### src/rtl/adc_event_pkg.sv
package adc_event_pkg;

    ////////////////////////////////////////////////////////////
    // widths and sizes
    ////////////////////////////////////////////////////////////
    localparam int ADC_WIDTH     = 14;  // raw converter bus
    localparam int SAMPLE_WIDTH  = 16;  // after sign extension
    localparam int WORD_WIDTH    = 32;
    localparam int PRE_SAMPLES   = 4;   // pairs ahead of the trigger pair
    localparam int RECORD_WORDS  = 32;
    localparam int NUM_WINDOWS   = 10;  // ring depth in events
    localparam int INDEX_WIDTH   = $clog2(RECORD_WORDS);
    localparam int SLOT_WIDTH    = $clog2(NUM_WINDOWS);
    localparam int COUNT_WIDTH   = 8;   // status bits 7:0
    localparam int DROP_WIDTH    = 16;  // status bits 31:16
    localparam int ADDR_WIDTH    = 12;
    localparam int TRIGGER_LEVEL = -2170;  // at or below fires
    // clocks from the trigger pair leaving capture to the first word at the buffer
    localparam int TIME_LAG      = 1;

    ////////////////////////////////////////////////////////////
    // register map
    ////////////////////////////////////////////////////////////
    localparam logic [ADDR_WIDTH-1:0] ADDR_DATA_BASE = 12'h000;  // 32 words, oldest event
    localparam logic [ADDR_WIDTH-1:0] ADDR_TIME      = 12'h080;
    localparam logic [ADDR_WIDTH-1:0] ADDR_STATUS    = 12'h084;
    localparam logic [ADDR_WIDTH-1:0] ADDR_PPS       = 12'h088;
    localparam logic [ADDR_WIDTH-1:0] ADDR_POP       = 12'h08C;  // write only

    typedef struct packed {
        logic signed [SAMPLE_WIDTH-1:0] a;  // high half
        logic signed [SAMPLE_WIDTH-1:0] b;
    } sample_pair_t;

    // framer fills the pair view, storage only sees bits
    typedef union packed {
        sample_pair_t          pair;
        logic [WORD_WIDTH-1:0] raw;
    } sample_word_u;

    typedef struct packed {
        sample_pair_t pair;
        logic         trigger;
    } capture_t;

    typedef struct packed {
        logic                   valid;
        logic                   first;
        logic                   last;
        logic [INDEX_WIDTH-1:0] index;
        sample_word_u           word;
    } record_word_t;

    typedef struct packed {
        logic [ADDR_WIDTH-1:0] araddr;
        logic                  arvalid;
        logic [ADDR_WIDTH-1:0] awaddr;
        logic                  awvalid;
        logic [WORD_WIDTH-1:0] wdata;
        logic                  wvalid;
        logic                  rready;
        logic                  bready;
    } axil_req_t;

    typedef struct packed {
        logic                  arready;
        logic [WORD_WIDTH-1:0] rdata;
        logic [1:0]            rresp;
        logic                  rvalid;
        logic                  awready;
        logic                  wready;
        logic [1:0]            bresp;
        logic                  bvalid;
    } axil_rsp_t;

endpackage

### src/rtl/time_base.sv
`timescale 1ns/100ps

module time_base import adc_event_pkg::*;
(
    input  logic                  ADA_DCO,
    input  logic                  hps_fpga_reset_n,
    input  logic                  pps,          // async to ADA_DCO
    output logic [WORD_WIDTH-1:0] sample_time,  // clocks since reset
    output logic [WORD_WIDTH-1:0] pps_count
);

    logic pps_meta;
    logic pps_sync;
    logic pps_prev;  // last synced level for edge detect
    logic pps_rise;

    assign pps_rise = pps_sync && !pps_prev;

    // free running, wraps after 2^32 samples
    always_ff @(posedge ADA_DCO or negedge hps_fpga_reset_n)
    begin
        if (!hps_fpga_reset_n)
            sample_time <= '0;
        else
            sample_time <= sample_time + 1'b1;
    end

    ////////////////////////////////////////////////////////////
    // pps synchronizer and rising edge count
    ////////////////////////////////////////////////////////////
    always_ff @(posedge ADA_DCO or negedge hps_fpga_reset_n)
    begin
        if (!hps_fpga_reset_n)
        begin
            pps_meta  <= 1'b0;
            pps_sync  <= 1'b0;
            pps_prev  <= 1'b0;
            pps_count <= '0;
        end
        else
        begin
            pps_meta <= pps;       // first flop may go metastable
            pps_sync <= pps_meta;
            pps_prev <= pps_sync;
            if (pps_rise)
                pps_count <= pps_count + 1'b1;
        end
    end

endmodule

### config.mk
export PLATFORM = sky130hd
export DESIGN_NAME = time_base
export DESIGN_NICKNAME = d
export VERILOG_FILES = /design/src/rtl/adc_event_pkg.sv /design/src/rtl/time_base.sv
export SDC_FILE = /design/constraint.sdc
export NUM_CORES = 1
export LEC_CHECK = 0
export ABC_AREA = 1
export BUFFER_PORTS_ARGS = -buffer_cell sky130_fd_sc_hd__buf_2
export CORE_ASPECT_RATIO = 1.75
export CORE_MARGIN = 10
export CORE_UTILIZATION = 50
export DETAILED_ROUTE_END_ITERATION = 16
export GPL_ROUTABILITY_DRIVEN = 0
export HOLD_SLACK_MARGIN = 0.1
export PLACE_DENSITY = 0.81
export SLEW_MARGIN = 0
export SYNTH_ARGS = -nofsm -noshare
export SYNTH_HDL_FRONTEND = slang
export SYNTH_SLANG_ARGS = --single-unit
### constraint.sdc
create_clock -name ADA_DCO -period 1.5 [get_ports ADA_DCO]
set_input_delay 0.075 -clock ADA_DCO [delete_from_list [all_inputs] [get_ports ADA_DCO]]
set_output_delay 0.075 -clock ADA_DCO [all_outputs]
set_load 0.03 [all_outputs]
==> flow_metrics.py <==
metrics = {
    "status": {
        "status": "finished, final reports clean",
    },
    "power": {
        "ir_worst_vdd_mv": 0.9643,
        "power_mw": 4.583,
        "p_leak_nw": 2.405,
        "power.density_nw_per_um2": 1000,
    },
    "critical_path": {
        "startpoint_type": "register",
        "rr_endpoint": "pps_count[11]",
        "crit_path_start": "pps_count[2]",
        "required_ns": 1.76,
        "cp.arrival_ns": 1.71,
        "critPathMaxFanout": 5,
        "endpoint": "pps_count[11]",
        "reg2regPathDepth": 6,
        "r2r_start": "pps_count[2]",
        "ff2ff_setup_slack_ns": 0.05,
        "criticalPathCategory": "register to register",
        "end_kind": "register",
    },
    "detailed_routing": {
        "drtIter0Drc": 147,
        "wl_per_cell_um": 15.54,
        "vias": 3281,
        "routed_wl_um": 9727,
        "drt_pass1_iterations": 4,
        "via_per_inst": 5.241,
        "route.detailed.drc": 0,
        "antenna_left": 0,
    },
    "sta": {
        "maxSlewHeadroom": 0.7022,
        "finClkSkew_ns": 0.005251,
        "fin_setup_tns_ns": 0,
        "hold_viol": 0,
        "grt_setup_unrepaired": "true",
        "fin_crit_sh": 0.9693,
        "tightest_slew_ns": 0.4427,
        "setup_violations": 0,
        "report.final.slew_viol_count": 0,
        "fin_crit_ns": 1.454,
        "clock.fmax_ghz": 0.6878,
    },
    "cells_and_area": {
        "fillers": 531,
        "layout_common_cells": "nand2_1, buf_2, dfrtp_1",
        "final_util": 0.6684,
        "final_nets": 542,
        "drive_above_1_share": 0.2786,
        "mostFrequentLayoutCell": "nand2_1",
        "antenna_cells": 0,
        "area_delta_synth_final_pct": 30.08,
        "finalInstanceArea_um2": 4583,
    },
    "synthesis": {
        "yosysWarnings": 0,
        "ys_seq_area_frac": 0.4759,
        "avgSynthCellArea_um2": 8.063,
        "syn_nets": 442,
        "synth.distinct_cells": 21,
        "synthesis.area_um2": 3523,
        "synth_cells": 437,
        "ys_ff_latch": 67,
    },
    "clock_tree": {
        "htreeDepth": 3,
        "cts_inserted_buffers": 9,
        "clock_latency_ns": 0.33,
        "clock_sinks": 67,
        "tritoncts": "built",
        "root_buffer": "clkbuf_16",
        "clk_path_buf_depth": 2,
        "clk_pin_slew_ns": 0.05,
    },
    "floorplan": {
        "pin_count": 67,
        "coreArea_um2": 6857,
        "dieWidth_um": 83.46,
        "die_height_um": 131.1,
        "rows": 40,
        "dieArea_um2": 10940,
        "start_util": 0.5139,
    },
    "grt": {
        "grt_usage": 0.1765,
        "grt_pass1_wl_um": 15480,
        "grt_overflow": 0,
        "grt_pass1_vias": 3349,
        "antenna_found_initial": 0,
        "grt_max_degree": 36,
    },
    "place": {
        "dpl.hpwl_um": 7303,
        "placed_area_um2": 4085,
        "io_buffers": 66,
    },
    "worst_hold_path": {
        "hp-class": "input pin to asynchronous set/reset pin",
    },
    "job": {
        "drv_cap": 0,
    },
}
## cells by family (layout without fill, tap and decap cells)
kind of cell | Yosys count | after routing | share of synthesized area
XOR/XNOR | 42 | 42 | 0.1044
adder cells (fa/ha/maj) | 2 | 2 | 0.007101
buffers and inverters | 54 | 159 | 0.05859
flip-flops | 67 | 67 | 0.4759
AND/OR/NAND/NOR | 272 | 272 | 0.3541
## sequential cells by signal (all words and copies together) (netlist names)
name and count:
pps_sync 1, pps_prev 1, pps_meta 1, pps_count 32
sample_time 32
## per-layer routing
| metal | global-route usage | share of wire | wire, um | up-vias |
|---|---|---|---|---|
| met1 | 0.1610 | 0.35 | 3412 | 1558 |
| met2 | 0.3326 | 0.53 | 5192 | 127 |
| li1 | - | - | - | 1555 |
| met5 | 0 | 0 | 0 | - |
| met4 | 0.1128 | 0.054 | 527 | 0 |
| met3 | 0.05322 | 0.061 | 594 | 41 |
## cell usage after synthesis (all sizes together)
library cell  number  area (um2)
buf                1       7.510
dfrtp             67        1677
ha                 2       25.02
inv               53       198.9
nand2            139       524.3
nand3             25       140.1
nand3b            13       97.59
nand4             10       62.56
nor2              68       292.8
nor3              14       108.9
nor3b              2       15.01
nor4               1       6.260
xnor2             15       131.4
xor2              27       236.5
## through the flow
step	hold WS [ns]	cells	setup WS, ns
after floorplan	-0.2206	437	-0.002203
after global placement	0.04398	598	0.04504
after detailed placement	0.04265	598	-0.04406
after CTS	0.2366	619	0.002346
after global routing	0.2632	626	-0.05452
final	0.2241	626	0.04610
## worst min path at each step
stage,startpoint,to,slack [ns],depth (start not counted)
floorplan,hps_fpga_reset_n,pps_count[0],-0.22,0
global placement,hps_fpga_reset_n,pps_count[2],0.04,1
detailed placement,hps_fpga_reset_n,pps_count[2],0.04,1
CTS,hps_fpga_reset_n,sample_time[3],0.24,2
global route,hps_fpga_reset_n,pps_sync,0.26,2
finish,hps_fpga_reset_n,pps_sync,0.22,2
## critical path: stages (launching register included)
cell	delay, ns
dfrtp_1	0.42
nand2_1	0.16
nor2_2	0.18
nand3_2	0.18
buf_4	0.18
nor3_2	0.12
xor2_1	0.15
## report_power, final
part / total [mW] / switching [mW] / leakage, nW / internal [mW]
combinational: 0.507 / 0.343 / 1.36 / 0.163
sequential: 1.97 / 0.0869 / 0.895 / 1.88
clock: 2.11 / 0.731 / 0.147 / 1.38
total: 4.58 / 1.16 / 2.40 / 3.42
## timing repair
action | 4_1_cts | 5_1_grt
hold endpoints to repair | 53 | 0
endpoints found under the setup margin | 8 | 31
hold buffers | 2 | 0
setup buffers | 3 | 7
resized for setup | 2 | 27
pin swaps | 5 | 7
## area by class of cell
class                      count  area [um2]  share of cell area
sequential                    67        1689              0.3686
clock buffer                  14       264.0             0.05760
inverter                      53       198.9             0.04341
multi-input combinational    316        1755              0.3830
clock inverter                 2       35.03            0.007644
tap                           84       105.1             0.02293
timing repair buffer          90       535.5              0.1168
No activity file was read; power rests on OpenSTA's default activity.
