**src/rtl/adc_event_pkg.sv**
```systemverilog
package adc_event_pkg;

    ////////////////////////////////////////////////////////////
    // widths and sizes
    ////////////////////////////////////////////////////////////
    localparam int ADC_WIDTH     = 14;  // raw converter bus
    localparam int SAMPLE_WIDTH  = 16;  // after sign extension
    localparam int WORD_WIDTH    = 32;
    localparam int PRE_SAMPLES   = 4;   // pairs ahead of the trigger pair
    localparam int RECORD_WORDS  = 32;
    localparam int NUM_WINDOWS   = 10;  // ring depth in events
    localparam int INDEX_WIDTH   = $clog2(RECORD_WORDS);
    localparam int SLOT_WIDTH    = $clog2(NUM_WINDOWS);
    localparam int COUNT_WIDTH   = 8;   // status bits 7:0
    localparam int DROP_WIDTH    = 16;  // status bits 31:16
    localparam int ADDR_WIDTH    = 12;
    localparam int TRIGGER_LEVEL = -2170;  // at or below fires
    // clocks from the trigger pair leaving capture to the first word at the buffer
    localparam int TIME_LAG      = 1;

    ////////////////////////////////////////////////////////////
    // register map
    ////////////////////////////////////////////////////////////
    localparam logic [ADDR_WIDTH-1:0] ADDR_DATA_BASE = 12'h000;  // 32 words, oldest event
    localparam logic [ADDR_WIDTH-1:0] ADDR_TIME      = 12'h080;
    localparam logic [ADDR_WIDTH-1:0] ADDR_STATUS    = 12'h084;
    localparam logic [ADDR_WIDTH-1:0] ADDR_PPS       = 12'h088;
    localparam logic [ADDR_WIDTH-1:0] ADDR_POP       = 12'h08C;  // write only

    typedef struct packed {
        logic signed [SAMPLE_WIDTH-1:0] a;  // high half
        logic signed [SAMPLE_WIDTH-1:0] b;
    } sample_pair_t;

    // framer fills the pair view, storage only sees bits
    typedef union packed {
        sample_pair_t          pair;
        logic [WORD_WIDTH-1:0] raw;
    } sample_word_u;

    typedef struct packed {
        sample_pair_t pair;
        logic         trigger;
    } capture_t;

    typedef struct packed {
        logic                   valid;
        logic                   first;
        logic                   last;
        logic [INDEX_WIDTH-1:0] index;
        sample_word_u           word;
    } record_word_t;

    typedef struct packed {
        logic [ADDR_WIDTH-1:0] araddr;
        logic                  arvalid;
        logic [ADDR_WIDTH-1:0] awaddr;
        logic                  awvalid;
        logic [WORD_WIDTH-1:0] wdata;
        logic                  wvalid;
        logic                  rready;
        logic                  bready;
    } axil_req_t;

    typedef struct packed {
        logic                  arready;
        logic [WORD_WIDTH-1:0] rdata;
        logic [1:0]            rresp;
        logic                  rvalid;
        logic                  awready;
        logic                  wready;
        logic [1:0]            bresp;
        logic                  bvalid;
    } axil_rsp_t;

endpackage

```
**src/rtl/sample_capture.sv**
```systemverilog
`timescale 1ns/100ps

module sample_capture import adc_event_pkg::*;
(
    input  logic                 ADA_DCO,
    input  logic                 hps_fpga_reset_n,
    input  logic [ADC_WIDTH-1:0] ada_d,   // two's complement, valid every clock
    input  logic [ADC_WIDTH-1:0] adb_d,
    output capture_t             capture
);

    logic signed [SAMPLE_WIDTH-1:0] a_ext;
    logic signed [SAMPLE_WIDTH-1:0] b_ext;
    logic                           a_hit;

    // replicate the sign bit up to the sample width
    assign a_ext = {{(SAMPLE_WIDTH-ADC_WIDTH){ada_d[ADC_WIDTH-1]}}, ada_d};
    assign b_ext = {{(SAMPLE_WIDTH-ADC_WIDTH){adb_d[ADC_WIDTH-1]}}, adb_d};

    // negative going pulse on channel A
    assign a_hit = (a_ext <= TRIGGER_LEVEL);

    ////////////////////////////////////////////////////////////
    // one register stage from the pins
    ////////////////////////////////////////////////////////////
    always_ff @(posedge ADA_DCO or negedge hps_fpga_reset_n)
    begin
        if (!hps_fpga_reset_n)
        begin
            capture <= '0;
        end
        else
        begin
            capture.pair.a  <= a_ext;
            capture.pair.b  <= b_ext;
            capture.trigger <= a_hit;  // flag travels with its own sample
        end
    end

endmodule

```
**config.mk**
```make
export PLATFORM = sky130hd
export DESIGN_NAME = sample_capture
export DESIGN_NICKNAME = d
export VERILOG_FILES = /design/src/rtl/adc_event_pkg.sv /design/src/rtl/sample_capture.sv
export SDC_FILE = /design/constraint.sdc
export NUM_CORES = 1
export LEC_CHECK = 0
export BUFFER_PORTS_ARGS = -buffer_cell sky130_fd_sc_hd__buf_2
export CAP_MARGIN = 20
export CORE_MARGIN = 5
export CORE_UTILIZATION = 37
export DETAILED_ROUTE_END_ITERATION = 10
export PLACE_DENSITY = 0.82
export SLEW_MARGIN = 15
export SYNTH_ARGS = -nofsm -noshare
export SYNTH_HDL_FRONTEND = slang
export SYNTH_SLANG_ARGS = --single-unit
```
**constraint.sdc**
```tcl
create_clock -name ADA_DCO -period 0.8 [get_ports ADA_DCO]
set_clock_uncertainty 0.05 [all_clocks]
set_input_delay 0.08 -clock ADA_DCO [delete_from_list [all_inputs] [get_ports ADA_DCO]]
set_output_delay 0.08 -clock ADA_DCO [all_outputs]
set_load 0.02 [all_outputs]
```
==> flow_summary_export.csv, run 1 <==
group,metric,value,unit
power_and_ir_drop,p_leak,0.000820,uW
synthesis,synth.ff_latch_count,29,
finish,diodes,0,
routing,wl_per_cell,16.8,um
finish,area_delta_synth_final,111,%
floorplan,io_pins,63,
synthesis,seq_area_frac_synth,0.916,
worst_setup_path,critPathSlowestCell,"dfrtp_1",
routing,wl,2.70,mm
place,routabilityCongestion,0.780,
floorplan,row_count,16,
worst_setup_path,path_max_fanout,3,
finish,regMostFlops,"capture",
finish,largest_registers,"capture x29",
worst_setup_path,worstSetupEndpoint,"capture[15]",
finish,seq_area,726,um2
worst_setup_path,worst-path-buf-inv,1,
finish,drive_above_1_share,0.530,
place,pre_cts_slack,-0.364,ns
synthesis,yosysWarnings,0,
power_and_ir_drop,swShare,0.246,
synthesis,synth_ff_type,"dfrtp_1",
timing,setup_viol,34,
timing,fin_crit,1.03,ns
timing,worst_pin_slew,0.153,ns
place,port_buffers,62,
worst_setup_path,cp_cell_sequence,"buf_4",
worst_setup_path,critPathCaptureType,"output pin",
job,max-cap-violations,0,
status,outcome,"complete, but fails checks",
timing,fmax,0.970,GHz
power_and_ir_drop,total_power,3000,uW
global_routing,grt_max_degree,30,
power_and_ir_drop,power_frac_seq,0.527,
synthesis,synth_cell_types,7,
global_routing,grt_pass1_wl,4.06,mm
global_routing,gr-usage-all-layers,0.176,
power_and_ir_drop,power_switching,740,uW
synthesis,yosys.area.top_type,"dfrtp_1",
worst_setup_path,cp-start-kind,"flop",
clock_network,cts_max_level,2,
hold_path,min_path_type,"input pin to flop",
global_routing,grt_pass1_vias,788,
floorplan,core,2000,um2
synthesis,syn_area,792,um2
worst_setup_path,crit_required,0.67,ns
worst_setup_path,cp.depth,1,
routing,dr.first_iter.drc_count,6,
power_and_ir_drop,clockPowerShare,0.290,
clock_network,numCtsBuffers,5,
clock_network,cts-root-buf,"clkbuf_4",
clock_network,cts.path.max_buffers,2,
synthesis,synthesis.instances,39,
status,violations,"negative setup slack",
timing,hold_violations,0,
floorplan,die_w,56.3,um
worst_setup_path,max_stage_delay,0.42,ns
routing,antenna_left,0,
routing,drc,0,
finish,multi_input_area,55.1,um2
floorplan,start_util,0.396,
power_and_ir_drop,p_int,2260,uW
worst_setup_path,worstSetupPathType,"flop to output pin",
worst_setup_path,critPathLaunch,"capture[14]",
worst_setup_path,worstPathArrival,0.90,ns
timing,setup_ws,-0.231,ns
floorplan,die_h,56.3,um
synthesis,synthArstFlopShare,1.00,
clock_network,tritoncts,"done",
finish,nNetsFinal,164,
synthesis,netlist.area_leader.share,0.916,
synthesis,synth-edff-count,0,
place,dp_hpwl,1.48,mm
routing,post_drt_via_cell_ratio,4.40,
routing,num_vias,708,
global_routing,overflow,0,
finish,fillCellCount,93,
timing,slew_headroom,0.898,
clock_network,clkSinkCount,29,
synthesis,synth_fp_nets,69,
power_and_ir_drop,ir_drop,1310,uV
floorplan,dieArea,3170,um2
routing,drt_pass1_iterations,4,
timing,drv_slew,0,
synthesis,synth.most_common_cell,"dfrtp_1",
worst_setup_path,cpLargestDelayFamily,"flip-flops",
timing,rsz0062_at_grt,"true",
finish,largest_register_ffs,29,
global_routing,antenna_found_initial,0,
synthesis,avgSynthCellArea,20.3,um2
synthesis,synth.top_cells.by_count,"29 x dfrtp_1, 4 x buf_4, 2 x nand2_1",
timing,min_period_over_period,1.29,
hold_path,hold_start,"ada_d[12]",
power_and_ir_drop,powerDensity,1790,nW/um2
power_and_ir_drop,combPwrFrac,0.183,
clock_network,clkTransAtPathRegs,0.09,ns
synthesis,synth_area_leaders,"dfrtp_1 92%, buf_4 3.8%, o311a_1 1.3%",
==> routing by layer <==
layer  up-vias  routed length (um)  GRT usage  part of all wire
met5         -                   0          0                 0
met4         0                  40      0.102             0.015
met3         4                 212     0.0482             0.078
met2        49                1510      0.322              0.56
met1       342                 941      0.176              0.35
li1        313                   -          -                 -
==> how the worst min path moves through the flow <==
stage | endpoint | slack, ns | depth (start not counted)
5_1_grt | capture[0] | 0.06 | 3
6_report | capture[0] | 0.04 | 3
4_1_cts | capture[0] | 0.02 | 3
3_5_place_dp | capture[14] | -0.02 | 2
3_3_place_gp | capture[7] | -0.02 | 2
2_1_floorplan | capture[0] | -0.27 | 0
==> stage by stage <==
stage / utilization / TNS (ns) / hold slack (ns) / instance area (um2) / cells
final: 0.836 / -5.55 / 0.0394 / 1670 / 161
after global routing: 0.836 / -6.74 / 0.0616 / 1670 / 161
after CTS: 0.824 / -5.64 / 0.0200 / 1650 / 161
after detailed placement: 0.563 / -0.364 / -0.0161 / 1130 / 125
after global placement: 0.563 / -0.341 / -0.0173 / 1130 / 125
after floorplan: - / -0.180 / -0.266 / 792 / 39
==> cell type report <==
type | instances | area share
multi-input combinational | 6 | 0.0329
tap | 27 | 0.0202
timing repair buffer | 92 | 0.481
sequential | 29 | 0.433
clock buffer | 7 | 0.0329
==> cell usage in the layout (no fill, tap or decap) <==
master and count:
a31oi_4 1, buf_12 1, buf_2 32, buf_4 1, buf_6 29, clkbuf_1 1, clkbuf_4 5, clkbuf_8 1
dfrtp_1 29, dlygate4sd3_1 29, nand2_1 2, nand3_1 1, o311a_1 1, or4_4 1
==> kinds of logic after synthesis <==
kind of cell | after synthesis | share of synthesized area
compound gates | 2 | 0.0205
buf+inv | 4 | 0.0379
flops | 29 | 0.916
simple gates | 4 | 0.0253
==> power groups by stage <==
stage | Sequential (uW) | Combinational, uW | Clock (uW)
floorplan | 1690 | 36.6 | 0
global placement | 1580 | 327 | 0
detailed placement | 1590 | 335 | 0
CTS | 1580 | 531 | 880
global route | 1590 | 582 | 952
finish | 1580 | 550 | 871
==> repair_timing <==
item	in CTS	in global routing
resized for setup	56	3
setup endpoints to repair	34	34
cloned	0	0
hold endpoints to repair	58	0
hold buffers	29	0
setup buffers	0	0
Note: power is estimated with default switching activity, not from simulation.
==> run 2, diff against run 1 <==
- ABC_AREA: not set -> 1
- CORE_UTILIZATION: 37 -> 38
==> flow_summary_export.csv, run 2 <==
group,metric,value,unit
clock_network,tritoncts,"done",
power_and_ir_drop,combPwrFrac,0.193,
floorplan,row_count,17,
worst_setup_path,cpLargestDelayFamily,"flip-flops",
status,outcome,"complete, but fails checks",
finish,fin_util,0.795,
power_and_ir_drop,ir_drop,1510,uV
routing,drc,0,
routing,post_drt_via_cell_ratio,4.47,
synthesis,synth_area_leaders,"dfrtp_1 85%, buf_4 3.5%, nand2_1 3.1%",
power_and_ir_drop,power_switching,805,uW
place,dp.cells,144,
timing,hold_violations,0,
worst_setup_path,cp-start-kind,"flop",
power_and_ir_drop,swShare,0.269,
timing,slew_headroom,0.858,
routing,wl_per_cell,18.1,um
synthesis,synth.ff_latch_count,29,
finish,seq_area,726,um2
clock_network,clkTransAtPathRegs,0.09,ns
hold_path,hold_start,"ada_d[0]",
power_and_ir_drop,power_frac_seq,0.530,
status,violations,"negative setup slack",
timing,fmax,0.962,GHz
synthesis,synth_cell_types,10,
worst_setup_path,critPathSlowestCell,"dfrtp_1",
synthesis,synth.most_common_cell,"dfrtp_1",
synthesis,yosys.area.top_type,"dfrtp_1",
hold_path,holdPathStages,4,
routing,dr.first_iter.drc_count,14,
finish,nNetsFinal,182,
synthesis,netlist.area_leader.share,0.854,
clock_network,post-cts-setup-buffers,0,
global_routing,antenna_found_initial,0,
finish,final_common_cell,"buf_2",
hold_path,hold_end,"capture[0]",
timing,setup_ws,-0.239,ns
timing,worst_pin_slew,0.213,ns
clock_network,cts.path.max_buffers,2,
worst_setup_path,worstSetupPathType,"flop to output pin",
finish,multi_input_area,87.6,um2
global_routing,overflow,0,
finish,largest_register_ffs,29,
floorplan,io_pins,63,
place,routabilityCongestion,0.761,
finish,fin_cells,181,
finish,diodes,0,
timing,drv_slew,0,
timing,finalSetupTns,-6.25,ns
routing,antenna_left,0,
floorplan,dieArea,3280,um2
global_routing,gr-usage-all-layers,0.209,
finish,final_cell_mix,"33 x buf_2, 29 x dfrtp_1, 29 x dlygate4sd3_1",
clock_network,cts_max_level,2,
synthesis,yosysWarnings,0,
place,dp_hpwl,1.73,mm
routing,drt_pass1_iterations,4,
finish,largest_registers,"capture x29",
power_and_ir_drop,clockPowerShare,0.277,
timing,min_period_over_period,1.30,
global_routing,grt_pass1_wl,4.73,mm
floorplan,die_h,57.3,um
power_and_ir_drop,p_leak,0.000864,uW
synthesis,synth.top_cells.by_count,"29 x dfrtp_1, 7 x nand2_1, 5 x nor2_1, 4 x buf_4",
synthesis,avgSynthCellArea,15.4,um2
synthesis,synth_fp_nets,85,
worst_setup_path,critPathCaptureType,"output pin",
clock_network,numCtsBuffers,5,
synthesis,seq_area_frac_synth,0.854,
clock_network,clkSinkCount,29,
finish,area_delta_synth_final,103,%
timing,fin_crit,1.04,ns
hold_path,min_path_type,"input pin to flop",
synthesis,synth-edff-count,0,
floorplan,core,2170,um2
timing,rsz0062_at_grt,"true",
finish,regMostFlops,"capture",
worst_setup_path,worst-path-buf-inv,1,
global_routing,grt_max_degree,23,
synthesis,synthesis.instances,55,
place,port_buffers,62,
global_routing,grt_pass1_vias,839,
worst_setup_path,max_stage_delay,0.41,ns
clock_network,cts-root-buf,"clkbuf_4",
synthesis,synth_ff_type,"dfrtp_1",
floorplan,die_w,57.3,um
worst_setup_path,crit_required,0.67,ns
routing,wl,3.28,mm
finish,fillCellCount,125,
synthesis,synthArstFlopShare,1.00,
worst_setup_path,cp_cell_sequence,"buf_2",
timing,setup_viol,33,
worst_setup_path,worstPathArrival,0.91,ns
worst_setup_path,path_max_fanout,3,
synthesis,syn_area,850,um2
routing,num_vias,809,
power_and_ir_drop,powerDensity,1740,nW/um2
floorplan,start_util,0.392,
worst_setup_path,cp.depth,1,
power_and_ir_drop,p_int,2190,uW
job,max-cap-violations,0,
finish,drive_above_1_share,0.484,
worst_setup_path,critPathLaunch,"capture[14]",
==> run 2: logic make-up after synthesis <==
logic type / after synthesis / synth area share
AOI/OAI and AO/OA: 1 / 0.00589
buffers and inverters: 7 / 0.0486
DFF: 29 / 0.854
and+or+nand+nor: 18 / 0.0913
==> run 2: layer usage <==
metal  vias up  routed length [um]  global-route usage
met2        54                1490               0.321
li1        363                   -                   -
met5         -                   0                   0
met4         0                 108              0.0695
met1       383                1260               0.249
met3         9                 424               0.120
==> run 2: worst max path at each step <==
stage | end
floorplan | capture[15]
global placement | capture[0]
detailed placement | capture[0]
CTS | capture[15]
global route | capture[15]
finish | capture[15]
==> run 2: cell type report <==
type | count | area share
multi-input cells | 19 | 0.0508
flip-flops and latches | 29 | 0.421
clock buffers | 6 | 0.0239
clock inverters | 2 | 0.00581
inverters | 3 | 0.00653
repair buffers | 94 | 0.472
well taps | 28 | 0.0203
==> run 2: stage by stage <==
step                hold WS [ns]  total power, uW  setup slack (ns)  instance area (um2)
global placement          -0.116             1940            0.0264                 1200
global route              0.0269             3120            -0.265                 1720
detailed placement        -0.106             1950           -0.0164                 1200
floorplan                 -0.266             1740            0.0435                  850
CTS                       0.0183             2990            -0.221                 1710
finish                    0.0168             2990            -0.239                 1720
==> run 2: power by group through the flow <==
stage / Clock (uW) / Combinational [uW] / Sequential [uW]
floorplan: 0 / 51.8 / 1690
global placement: 0 / 356 / 1590
detailed placement: 0 / 363 / 1590
CTS: 853 / 554 / 1580
global route: 913 / 614 / 1590
finish: 829 / 578 / 1590
==> run 2: repair_timing <==
| action | CTS | global route |
|---|---|---|
| pin swaps | 0 | 2 |
| endpoints found under the hold margin | 58 | 3 |
| hold buffers | 29 | 3 |
| gates resized for setup | 54 | 4 |
| endpoints found under the setup margin | 33 | 34 |
