File: src/rtl/adc_event_pkg.sv
package adc_event_pkg;

    ////////////////////////////////////////////////////////////
    // widths and sizes
    ////////////////////////////////////////////////////////////
    localparam int ADC_WIDTH     = 14;  // raw converter bus
    localparam int SAMPLE_WIDTH  = 16;  // after sign extension
    localparam int WORD_WIDTH    = 32;
    localparam int PRE_SAMPLES   = 4;   // pairs ahead of the trigger pair
    localparam int RECORD_WORDS  = 32;
    localparam int NUM_WINDOWS   = 10;  // ring depth in events
    localparam int INDEX_WIDTH   = $clog2(RECORD_WORDS);
    localparam int SLOT_WIDTH    = $clog2(NUM_WINDOWS);
    localparam int COUNT_WIDTH   = 8;   // status bits 7:0
    localparam int DROP_WIDTH    = 16;  // status bits 31:16
    localparam int ADDR_WIDTH    = 12;
    localparam int TRIGGER_LEVEL = -2170;  // at or below fires
    // clocks from the trigger pair leaving capture to the first word at the buffer
    localparam int TIME_LAG      = 1;

    ////////////////////////////////////////////////////////////
    // register map
    ////////////////////////////////////////////////////////////
    localparam logic [ADDR_WIDTH-1:0] ADDR_DATA_BASE = 12'h000;  // 32 words, oldest event
    localparam logic [ADDR_WIDTH-1:0] ADDR_TIME      = 12'h080;
    localparam logic [ADDR_WIDTH-1:0] ADDR_STATUS    = 12'h084;
    localparam logic [ADDR_WIDTH-1:0] ADDR_PPS       = 12'h088;
    localparam logic [ADDR_WIDTH-1:0] ADDR_POP       = 12'h08C;  // write only

    typedef struct packed {
        logic signed [SAMPLE_WIDTH-1:0] a;  // high half
        logic signed [SAMPLE_WIDTH-1:0] b;
    } sample_pair_t;

    // framer fills the pair view, storage only sees bits
    typedef union packed {
        sample_pair_t          pair;
        logic [WORD_WIDTH-1:0] raw;
    } sample_word_u;

    typedef struct packed {
        sample_pair_t pair;
        logic         trigger;
    } capture_t;

    typedef struct packed {
        logic                   valid;
        logic                   first;
        logic                   last;
        logic [INDEX_WIDTH-1:0] index;
        sample_word_u           word;
    } record_word_t;

    typedef struct packed {
        logic [ADDR_WIDTH-1:0] araddr;
        logic                  arvalid;
        logic [ADDR_WIDTH-1:0] awaddr;
        logic                  awvalid;
        logic [WORD_WIDTH-1:0] wdata;
        logic                  wvalid;
        logic                  rready;
        logic                  bready;
    } axil_req_t;

    typedef struct packed {
        logic                  arready;
        logic [WORD_WIDTH-1:0] rdata;
        logic [1:0]            rresp;
        logic                  rvalid;
        logic                  awready;
        logic                  wready;
        logic [1:0]            bresp;
        logic                  bvalid;
    } axil_rsp_t;

endpackage

File: src/rtl/event_framer.sv
`timescale 1ns/100ps

module event_framer import adc_event_pkg::*;
(
    input  logic         ADA_DCO,
    input  logic         hps_fpga_reset_n,
    input  capture_t     capture,
    output record_word_t record
);

    sample_pair_t           dly [PRE_SAMPLES];  // dly[0] newest
    logic                   active;             // stream in progress
    logic [INDEX_WIDTH-1:0] cnt;                // index of the next word
    logic                   start;
    logic                   at_end;

    // triggers inside a running stream are dropped here
    assign start  = !active && capture.trigger;
    assign at_end = active && (cnt == INDEX_WIDTH'(RECORD_WORDS-1));

    ////////////////////////////////////////////////////////////
    // pre-trigger delay line
    ////////////////////////////////////////////////////////////
    always_ff @(posedge ADA_DCO or negedge hps_fpga_reset_n)
    begin
        if (!hps_fpga_reset_n)
        begin
            for (int i = 0; i < PRE_SAMPLES; i++)
                dly[i] <= '0;  // early trigger sees zero history
        end
        else
        begin
            dly[0] <= capture.pair;
            for (int i = 1; i < PRE_SAMPLES; i++)
                dly[i] <= dly[i-1];
        end
    end

    ////////////////////////////////////////////////////////////
    // stream control, oldest stage is always the output
    ////////////////////////////////////////////////////////////
    always_ff @(posedge ADA_DCO or negedge hps_fpga_reset_n)
    begin
        if (!hps_fpga_reset_n)
        begin
            active <= 1'b0;
            cnt    <= '0;
            record <= '0;
        end
        else
        begin
            if (start)
            begin
                active <= 1'b1;
                cnt    <= INDEX_WIDTH'(1);  // word 0 goes out now
            end
            else if (active)
            begin
                cnt <= cnt + 1'b1;  // wraps to 0 with the last word
                if (at_end)
                    active <= 1'b0;
            end
            record.valid     <= start || active;
            record.first     <= start;
            record.last      <= at_end;
            record.index     <= start ? '0 : cnt;
            // word 4 lands on the trigger pair itself
            record.word.pair <= dly[PRE_SAMPLES-1];
        end
    end

    // a full record always follows its first word
    first_to_last : assert property (
        @(posedge ADA_DCO) disable iff (!hps_fpga_reset_n)
        record.valid && record.first |-> ##(RECORD_WORDS-1) (record.valid && record.last)
    );

endmodule

File: config.mk
export PLATFORM = sky130hd
export DESIGN_NAME = event_framer
export DESIGN_NICKNAME = d
export VERILOG_FILES = /design/src/rtl/adc_event_pkg.sv /design/src/rtl/event_framer.sv
export SDC_FILE = /design/constraint.sdc
export NUM_CORES = 1
export LEC_CHECK = 0
export ABC_CLOCK_PERIOD_IN_PS = 2600
export BUFFER_PORTS_ARGS = -buffer_cell sky130_fd_sc_hd__buf_2
export CORE_MARGIN = 4
export CORE_UTILIZATION = 58
export DETAILED_ROUTE_END_ITERATION = 6
export PLACE_DENSITY = 0.83
export SLEW_MARGIN = 20
export SYNTH_ARGS = -nofsm -noshare
export SYNTH_HDL_FRONTEND = slang
export SYNTH_SLANG_ARGS = --single-unit
File: constraint.sdc
create_clock -name ADA_DCO -period 2.6 [get_ports ADA_DCO]
set_clock_uncertainty 0.1 [all_clocks]
set_input_delay 0.26 -clock ADA_DCO [delete_from_list [all_inputs] [get_ports ADA_DCO]]
set_output_delay 0.26 -clock ADA_DCO [all_outputs]
set_load 0.005 [all_outputs]
==> results_dict.tcl, run 1 <==
set metrics [dict create \
    status "finished, final reports clean" \
    final_common_cell "dfrtp_1" \
    clkLatencyLatePin_ns 0.50 \
    dieArea_sq_um 9300 \
    clock_sinks 174 \
    seq_area_frac_synth_pct 95.9 \
    dpl.cell_count 378 \
    htree_levels 4 \
    grt_usage_pct 18.6 \
    critPathLaunch "cnt[0]" \
    drt_pass1_iterations 4 \
    ff2ff_setup_slack_ns 1.02 \
    fmax_ghz 0.633 \
    ff2ff_path_depth 4 \
    crit_path_max_fanout 5 \
    finalHoldViolCount 0 \
    cts_buffers 17 \
    vias 2009 \
    post-dp-hpwl_microns 3690 \
    leakage_nw 2.85 \
    tightest_slew_ns 0.461 \
    grt_max_degree 95 \
    path_clk_slew_ns 0.07 \
    clk_root_buffer_cell "clkbuf_8" \
    start_kind "flop" \
    cts_resized 0 \
    routedWlPerCell_microns 16.3 \
    cts_buffer_depth 2 \
    dieWidth_microns 96.5 \
    path_class "reg -> reg" \
    slew_violations 0 \
    r2r-start "cnt[0]" \
    routed_wl_microns 7250 \
    syn_area_sq_um 4540 \
    drt_iter0_markers 61 \
    worst_hold_slack_ns 0.0493 \
    r2r-end "cnt[4]" \
    syn_nets 241 \
    syn2layout_area_growth_pct 31.9 \
    endpoint "cnt[4]" \
    setup_violations 0 \
    endpoint_kind "flop" \
    viasPerCell 4.52 \
    grt_overflow 0 \
    grt_antenna_before_repair 0 \
    instances_no_fill 444 \
    place_congestion 0.776 \
    hold_class "in -> async" \
    drc 0 \
    arrival_ns 1.87 \
    coreArea_sq_um 7410 \
    rows 31 \
    pin_count 75 \
    avgSynthCellArea_sq_um 22.2 \
    fill_cells 343 \
    setup_tns_ns 0 \
    yosysUniqueCellTypes 19 \
    grt_setup_unrepaired "false" \
    p_per_area_nw_per_um2 965 \
    grt_pass1_vias 2246 \
    ys_seq_elements 174 \
    diodes 0 \
    worstPathRequired_ns 2.89 \
    tritoncts "yes" \
    cap_viol_max_count 0 \
    final_cell_mix "dfrtp_1, buf_2, dlygate4sd3_1" \
    grt_first_pass_wirelength_microns 11800 \
    drive_above_1_share_pct 31.9 \
    finalNetCount 369 \
    ys_warn_count 0 \
    start_util_pct 61.3 \
    port_buffers 74 \
    peakVddDrop_mv 0.736 \
    finalCriticalPeriod_ns 1.58 \
    period_share_pct 60.7 \
    chipHeight_microns 96.5 \
    antenna_left 0 \
    relSlewSlack_pct 69.3 \
    syn_inst 204 \
]
==> power by group <==
| group | total, W | switching, W | internal [W] |
|---|---|---|---|
| registers | 0.00302 | 0.0000991 | 0.00292 |
| clock network | 0.00242 | 0.00103 | 0.00139 |
| logic | 0.000343 | 0.000171 | 0.000172 |
==> cells by family (layout without fill, tap and decap cells) <==
kind of cell	count (synthesis)	in the layout	share of synthesized area (%)
flops	174	174	95.9
simple gates	16	16	1.93
xor+xnor	1	1	0.193
buf+inv	4	145	0.496
fa+ha+maj	2	2	0.551
compound gates	7	7	0.882
==> area by class of cell <==
type	count	area [sq um]	share of cell area (%)
Sequential cell	174	4350	72.8
Timing Repair Buffer	110	757	12.6
Clock inverter	14	159	2.66
Inverter	3	11.3	0.188
Tap cell	99	124	2.07
Clock buffer	18	418	6.98
Multi-Input combinational cell	26	161	2.70
==> critical path: stages, from the launching register on <==
cell	delay [ns]
dfrtp_1	0.42
ha_1	0.25
and3_1	0.20
ha_1	0.28
a22o_1	0.22
==> metrics by stage <==
stage | total power [W] | setup WS, ns | utilization [%] | cell area [sq um]
after floorplan | 0.00316 | 1.14 | - | 4540
after global placement | 0.00332 | 1.12 | 68.4 | 5070
after detailed placement | 0.00336 | 1.04 | 68.4 | 5070
after CTS | 0.00584 | 1.01 | 80.8 | 5980
after global routing | 0.00604 | 0.968 | 80.8 | 5980
final | 0.00578 | 1.02 | 80.8 | 5980
==> worst min path at each step <==
stage                   end        startpoint  slack, ns  cells after the start
floorplan            active  hps_fpga_reset_n      -0.14                      0
CTS                 dly[45]  hps_fpga_reset_n       0.02                      2
detailed placement  dly[64]  hps_fpga_reset_n     -0.003                      1
global placement    dly[64]  hps_fpga_reset_n     -0.007                      1
finish              dly[64]  hps_fpga_reset_n       0.05                      2
global route        dly[64]  hps_fpga_reset_n       0.05                      2
==> synth_stat cells (all sizes together) <==
| master | number | area [sq um] |
|---|---|---|
| o21ai | 4 | 20.0 |
| xor2 | 1 | 8.76 |
| ha | 2 | 25.0 |
| a21oi | 1 | 5.00 |
| and3 | 1 | 6.26 |
| inv | 3 | 11.3 |
| nor2 | 1 | 6.26 |
| nor3 | 1 | 5.00 |
| o22ai | 1 | 6.26 |
| and2 | 6 | 37.5 |
| dfrtp | 174 | 4350 |
| nand3 | 1 | 5.00 |
| nand2 | 5 | 21.3 |
| buf | 1 | 11.3 |
| nor2b | 1 | 6.26 |
| a22o | 1 | 8.76 |
==> what timing repair did <==
item                       CTS  global route
hold endpoints to repair   212             0
hold buffers                34             0
setup endpoints to repair    0             0
buffers inserted             0             0
==> registers in the layout (all words and copies together), names as in the netlist <==
register  flops
cnt           5
record       40
active        1
dly         128
==> layer usage <==
layer	wire length (microns)	global-route usage, %	part of all wire (%)
met5	0	0	0
met4	208	8.64	2.9
met3	323	6.12	4.5
met2	4150	31.9	57
met1	2570	21.1	35
No activity file was read; power rests on OpenSTA's default activity.
==> inputs of run 2 (changes only) <==
Settings changed: ABC_CLOCK_PERIOD_IN_PS 2600 to 1650, CORE_UTILIZATION 58 to 54, PLACE_DENSITY 0.83 to 0.78.
Clock period 2.6 ns to 1.65 ns, I/O delays scaled along.
==> run 2 against run 1 <==
  * Register-to-register slack worse by 0.93 ns
  * Sequential share of layout area is 0.74 points lower
  * Hold slack better by 0.070 ns
  * Cell area is 1.0% higher
  * Global-route usage is 1.2 points lower
  * Cell count is 2.0% higher
  * Power is 58% higher
  * Via count is 1.4% higher
  * Critical path type unchanged
  * Highest routed layer unchanged
==> results_dict.tcl, run 2 (synthesis results as in run 1) <==
set metrics [dict create \
    placed_area_sq_um 5100 \
    drt_pass1_iterations 4 \
    post-dp-hpwl_microns 3790 \
    setup_violations 0 \
    dpl.cell_count 386 \
    setup_tns_ns 0 \
    critPathLaunch "cnt[0]" \
    hold_class "in -> async" \
    crit_chain "ha_1 -> and3_1 -> ha_1 -> a22o_1" \
    arrival_ns 1.86 \
    finalHoldViolCount 0 \
    drc 0 \
    routed_wl_microns 7260 \
    pwr-share-clk_pct 41.9 \
    endpoint_kind "flop" \
    clk_root_buffer_cell "clkbuf_8" \
    final_common_cell "dfrtp_1" \
    power.switching_w 0.00206 \
    drt_iter0_markers 56 \
    diodes 0 \
    rows 33 \
    critPathBufInv 0 \
    grt_usage_pct 17.3 \
    hold_buffers 36 \
    syn2layout_area_growth_pct 33.2 \
    p_per_area_nw_per_um2 1510 \
    fill_cells 474 \
    start_kind "flop" \
    cts_resized 0 \
    postLayoutCellArea_sq_um 6050 \
    place_congestion 0.647 \
    tightest_slew_ns 0.710 \
    coreArea_sq_um 8180 \
    cpMostUsedCell "ha_1" \
    period_share_pct 94.7 \
    crit_slowest_cell "dfrtp_1" \
    start_util_pct 55.5 \
    instances_no_fill 453 \
    relSlewSlack_pct 52.5 \
    grt_antenna_before_repair 0 \
    seqPwrFrac_pct 51.9 \
    dieWidth_microns 99.7 \
    dieArea_sq_um 9930 \
    r2r-start "cnt[0]" \
    r2r-end "cnt[4]" \
    status "finished, final reports clean" \
    top_regs "dly (128), record (40), cnt (5)" \
    peakVddDrop_mv 0.905 \
    final_cell_mix "dfrtp_1, buf_2, dlygate4sd3_1" \
    viasPerCell 4.50 \
    tritoncts "yes" \
    ff2ff_path_depth 4 \
    fmax_ghz 0.640 \
    antenna_left 0 \
    finalCriticalPeriod_ns 1.56 \
    path_clk_slew_ns 0.07 \
    grt_first_pass_wirelength_microns 12200 \
    grt_overflow 0 \
    grt_max_degree 48 \
    grt_pass1_vias 2348 \
    vias 2038 \
    max_stage_delay_ns 0.43 \
    leakage_nw 2.88 \
    path_class "reg -> reg" \
    chipHeight_microns 99.7 \
    clock_sinks 174 \
    swShare_pct 22.5 \
    clkLatencyLatePin_ns 0.52 \
    cp_top_family "adder cells" \
    worstPathRequired_ns 1.95 \
    htree_levels 4 \
    cellInternalPower_w 0.00710 \
    ff2ff_setup_slack_ns 0.09 \
    drive_above_1_share_pct 32.2 \
    largest_register_ffs 128 \
    postCtsSetupBuffers 0 \
    cts_buffers 17 \
    slew_violations 0 \
    port_buffers 74 \
    largest_register "dly" \
    pin_count 75 \
    pwr-share-comb_pct 6.2 \
    cap_viol_max_count 0 \
    crit_path_max_fanout 5 \
    routedWlPerCell_microns 16.0 \
    finalNetCount 373 \
    grt_setup_unrepaired "false" \
    cts_buffer_depth 2 \
]
## run 2: worst max-delay path by stage
| stage | to | slack [ns] | cells after the start |
|---|---|---|---|
| detailed placement | cnt[4] | 0.11 | 4 |
| CTS | cnt[4] | 0.09 | 4 |
| global route | cnt[4] | 0.04 | 4 |
| global placement | cnt[4] | 0.17 | 4 |
| finish | cnt[4] | 0.09 | 4 |
| floorplan | cnt[4] | 0.19 | 4 |
## run 2: final cells by class
class / count / area [sq um] / share of cell area (%)
Clock buffer: 18 / 428 / 7.08
Timing Repair Buffer: 114 / 805 / 13.3
Multi-Input combinational cell: 26 / 161 / 2.67
Sequential cell: 174 / 4350 / 72.0
Inverter: 3 / 11.3 / 0.186
Tap cell: 105 / 131 / 2.17
Clock inverter: 13 / 155 / 2.57
## run 2: layer usage
layer	up-vias	share of wire, %	track usage, %
met3	17	4.7	6.24
met2	60	57	29.7
met5	-	0	0
met1	1053	36	19.4
met4	0	2.6	7.77
li1	908	-	-
## run 2: power groups by stage
stage | Clock, W | Combinational, W | Sequential (W)
2_1_floorplan | 0 | 0.000186 | 0.00479
3_3_place_gp | 0 | 0.000454 | 0.00479
3_5_place_dp | 0 | 0.000499 | 0.00482
4_1_cts | 0.00392 | 0.000579 | 0.00475
5_1_grt | 0.00415 | 0.000633 | 0.00478
6_report | 0.00384 | 0.000569 | 0.00475
## run 2: tightest hold or removal path: cells and delay by family
family | cells | cell delay (ns)
buf+inv | 3 | 0.92
## run 2: metrics by stage
stage	power, W	hold WS (ns)	setup slack, ns	util [%]
finish	0.00916	0.119	0.0877	74.0
CTS	0.00924	0.111	0.0920	74.0
global placement	0.00524	-0.0430	0.174	62.4
detailed placement	0.00532	-0.0402	0.112	62.4
floorplan	0.00498	-0.231	0.193	-
global route	0.00957	0.116	0.0370	74.0
==> inputs of run 3 (changes only) <==
Settings changed: CORE_ASPECT_RATIO set to 0.75.
==> run 3 against run 2 <==
  * Fmax grew 2.7%
  * Count of clock-buffer cells in the layout unchanged
  * Utilization up 1.6 points
  * Critical path depth unchanged
  * Cell area increased by 0.31%
  * Routed wire length fell by 3.1%
  * Via count down 0.69%
  * Clock power increased by 7.8%
  * Combinational power shrank 4.6%
  * Largest power group unchanged
==> results_dict.tcl, run 3 (synthesis results as in run 1) <==
set metrics [dict create \
    largest_register "dly" \
    slew_violations 0 \
    coreArea_sq_um 8020 \
    setup_tns_ns 0 \
    place_congestion 0.742 \
    pin_count 75 \
    drt_iter0_markers 108 \
    viasPerCell 4.49 \
    rows 28 \
    finalCriticalPeriod_ns 1.52 \
    grt_max_degree 62 \
    crit_path_max_fanout 5 \
    clk_root_buffer_cell "clkbuf_8" \
    grt_first_pass_wirelength_microns 11600 \
    p_per_area_nw_per_um2 1560 \
    start_kind "flop" \
    path_class "reg -> reg" \
    cellInternalPower_w 0.00740 \
    cts_buffer_depth 2 \
    grt_antenna_before_repair 0 \
    period_share_pct 92.2 \
    leakage_nw 2.89 \
    clkLatencyLatePin_ns 0.50 \
    path_clk_slew_ns 0.07 \
    cap_viol_max_count 0 \
    chipHeight_microns 87.4 \
    seq_area_sq_um 4350 \
    drive_above_1_share_pct 32.4 \
    htree_levels 4 \
    power_w 0.00943 \
    port_buffers 74 \
    drc 0 \
    dieArea_sq_um 9950 \
    syn2layout_area_growth_pct 33.6 \
    hold_class "in -> async" \
    worstPathRequired_ns 1.95 \
    top_regs "dly (128), record (40), cnt (5)" \
    largest_register_ffs 128 \
    fmax_ghz 0.657 \
    drt-met1-wl_microns 2690 \
    vias 2024 \
    postCtsSetupBuffers 0 \
    peakVddDrop_mv 1.00 \
    tightest_slew_ns 0.403 \
    antenna_left 0 \
    grt_pass1_vias 2250 \
    grt_setup_unrepaired "false" \
    grt_usage_pct 16.4 \
    relSlewSlack_pct 73.1 \
    highest_layer "met4" \
    drt_pass1_iterations 4 \
    diodes 0 \
    multiInputGateArea_sq_um 161 \
    status "finished, final reports clean" \
    routedWlPerCell_microns 15.6 \
    clock_sinks 174 \
    swShare_pct 21.6 \
    dieWidth_microns 114 \
    finalNetCount 370 \
    endpoint_kind "flop" \
    pwr-share-comb_pct 5.8 \
    cts_buffers 17 \
    worst_hold_slack_ns 0.0423 \
    post-dp-hpwl_microns 3940 \
    final_common_cell "dfrtp_1" \
    grt_overflow 0 \
    power.switching_w 0.00203 \
    tritoncts "yes" \
    pwr-share-clk_pct 43.9 \
    arrival_ns 1.82 \
    seqPwrFrac_pct 50.3 \
    setup_violations 0 \
    finalHoldViolCount 0 \
    start_util_pct 56.6 \
    final_cell_mix "dfrtp_1, buf_2, dlygate4sd3_1" \
    fill_cells 435 \
    met2WireLength_microns 3930 \
    routed_wl_microns 7030 \
    wl_met3_microns 372 \
]
## run 3: final timing paths
| kind | start | to | slack, ns | cells past startpoint |
|---|---|---|---|---|
| max | cnt[0] | cnt[4] | 0.13 | 4 |
| min | hps_fpga_reset_n | record[27] | 0.04 | 2 |
| max reg2reg | cnt[0] | cnt[4] | 0.13 | 4 |
| min reg2reg | dly[63] | dly[31] | 0.25 | 0 |
| max in group asynchronous | hps_fpga_reset_n | dly[30] | 0.76 | 3 |
| min in group ADA_DCO | capture[22] | dly[117] | 0.19 | 2 |
## run 3: metrics by stage
step	setup slack, ns	utilization (%)	instances	area, sq um
after floorplan	0.193	-	204	4540
after global placement	0.175	63.5	385	5090
after detailed placement	0.134	63.5	385	5090
after CTS	0.125	75.6	451	6060
after global routing	0.0694	75.6	451	6060
final	0.129	75.6	451	6060
## run 3: repair_timing
action                    4_1_cts  5_1_grt
resized for setup               0        0
hold endpoints to repair      219        0
hold buffers                   34        0
## run 3: area by class of cell
class,instances,share of cell area [%]
inverter,3,0.186
tap,105,2.17
clock inverter,14,3.32
multi-input combinational,26,2.66
timing repair buffer,111,12.8
sequential,174,71.8
clock buffer,18,7.06
## run 3: critical path, cell delays in order, from the launching register on
cell and delay, ns:
dfrtp_1 0.42, ha_1 0.24, and3_1 0.19, ha_1 0.27, a22o_1 0.20
## run 3: metal layers
layer	vias to the layer above	track usage, %
met2	63	28.7
met5	-	0
li1	901	-
met1	1055	18.9
met3	5	5.90
met4	0	5.83
## run 3: power groups by stage
stage                     combinational [W]  sequential, W  clock (W)
after CTS                          0.000554        0.00475    0.00425
after global placement             0.000450        0.00479          0
after global routing               0.000618        0.00478    0.00446
after detailed placement           0.000485        0.00482          0
after floorplan                    0.000186        0.00479          0
final                              0.000543        0.00475    0.00414
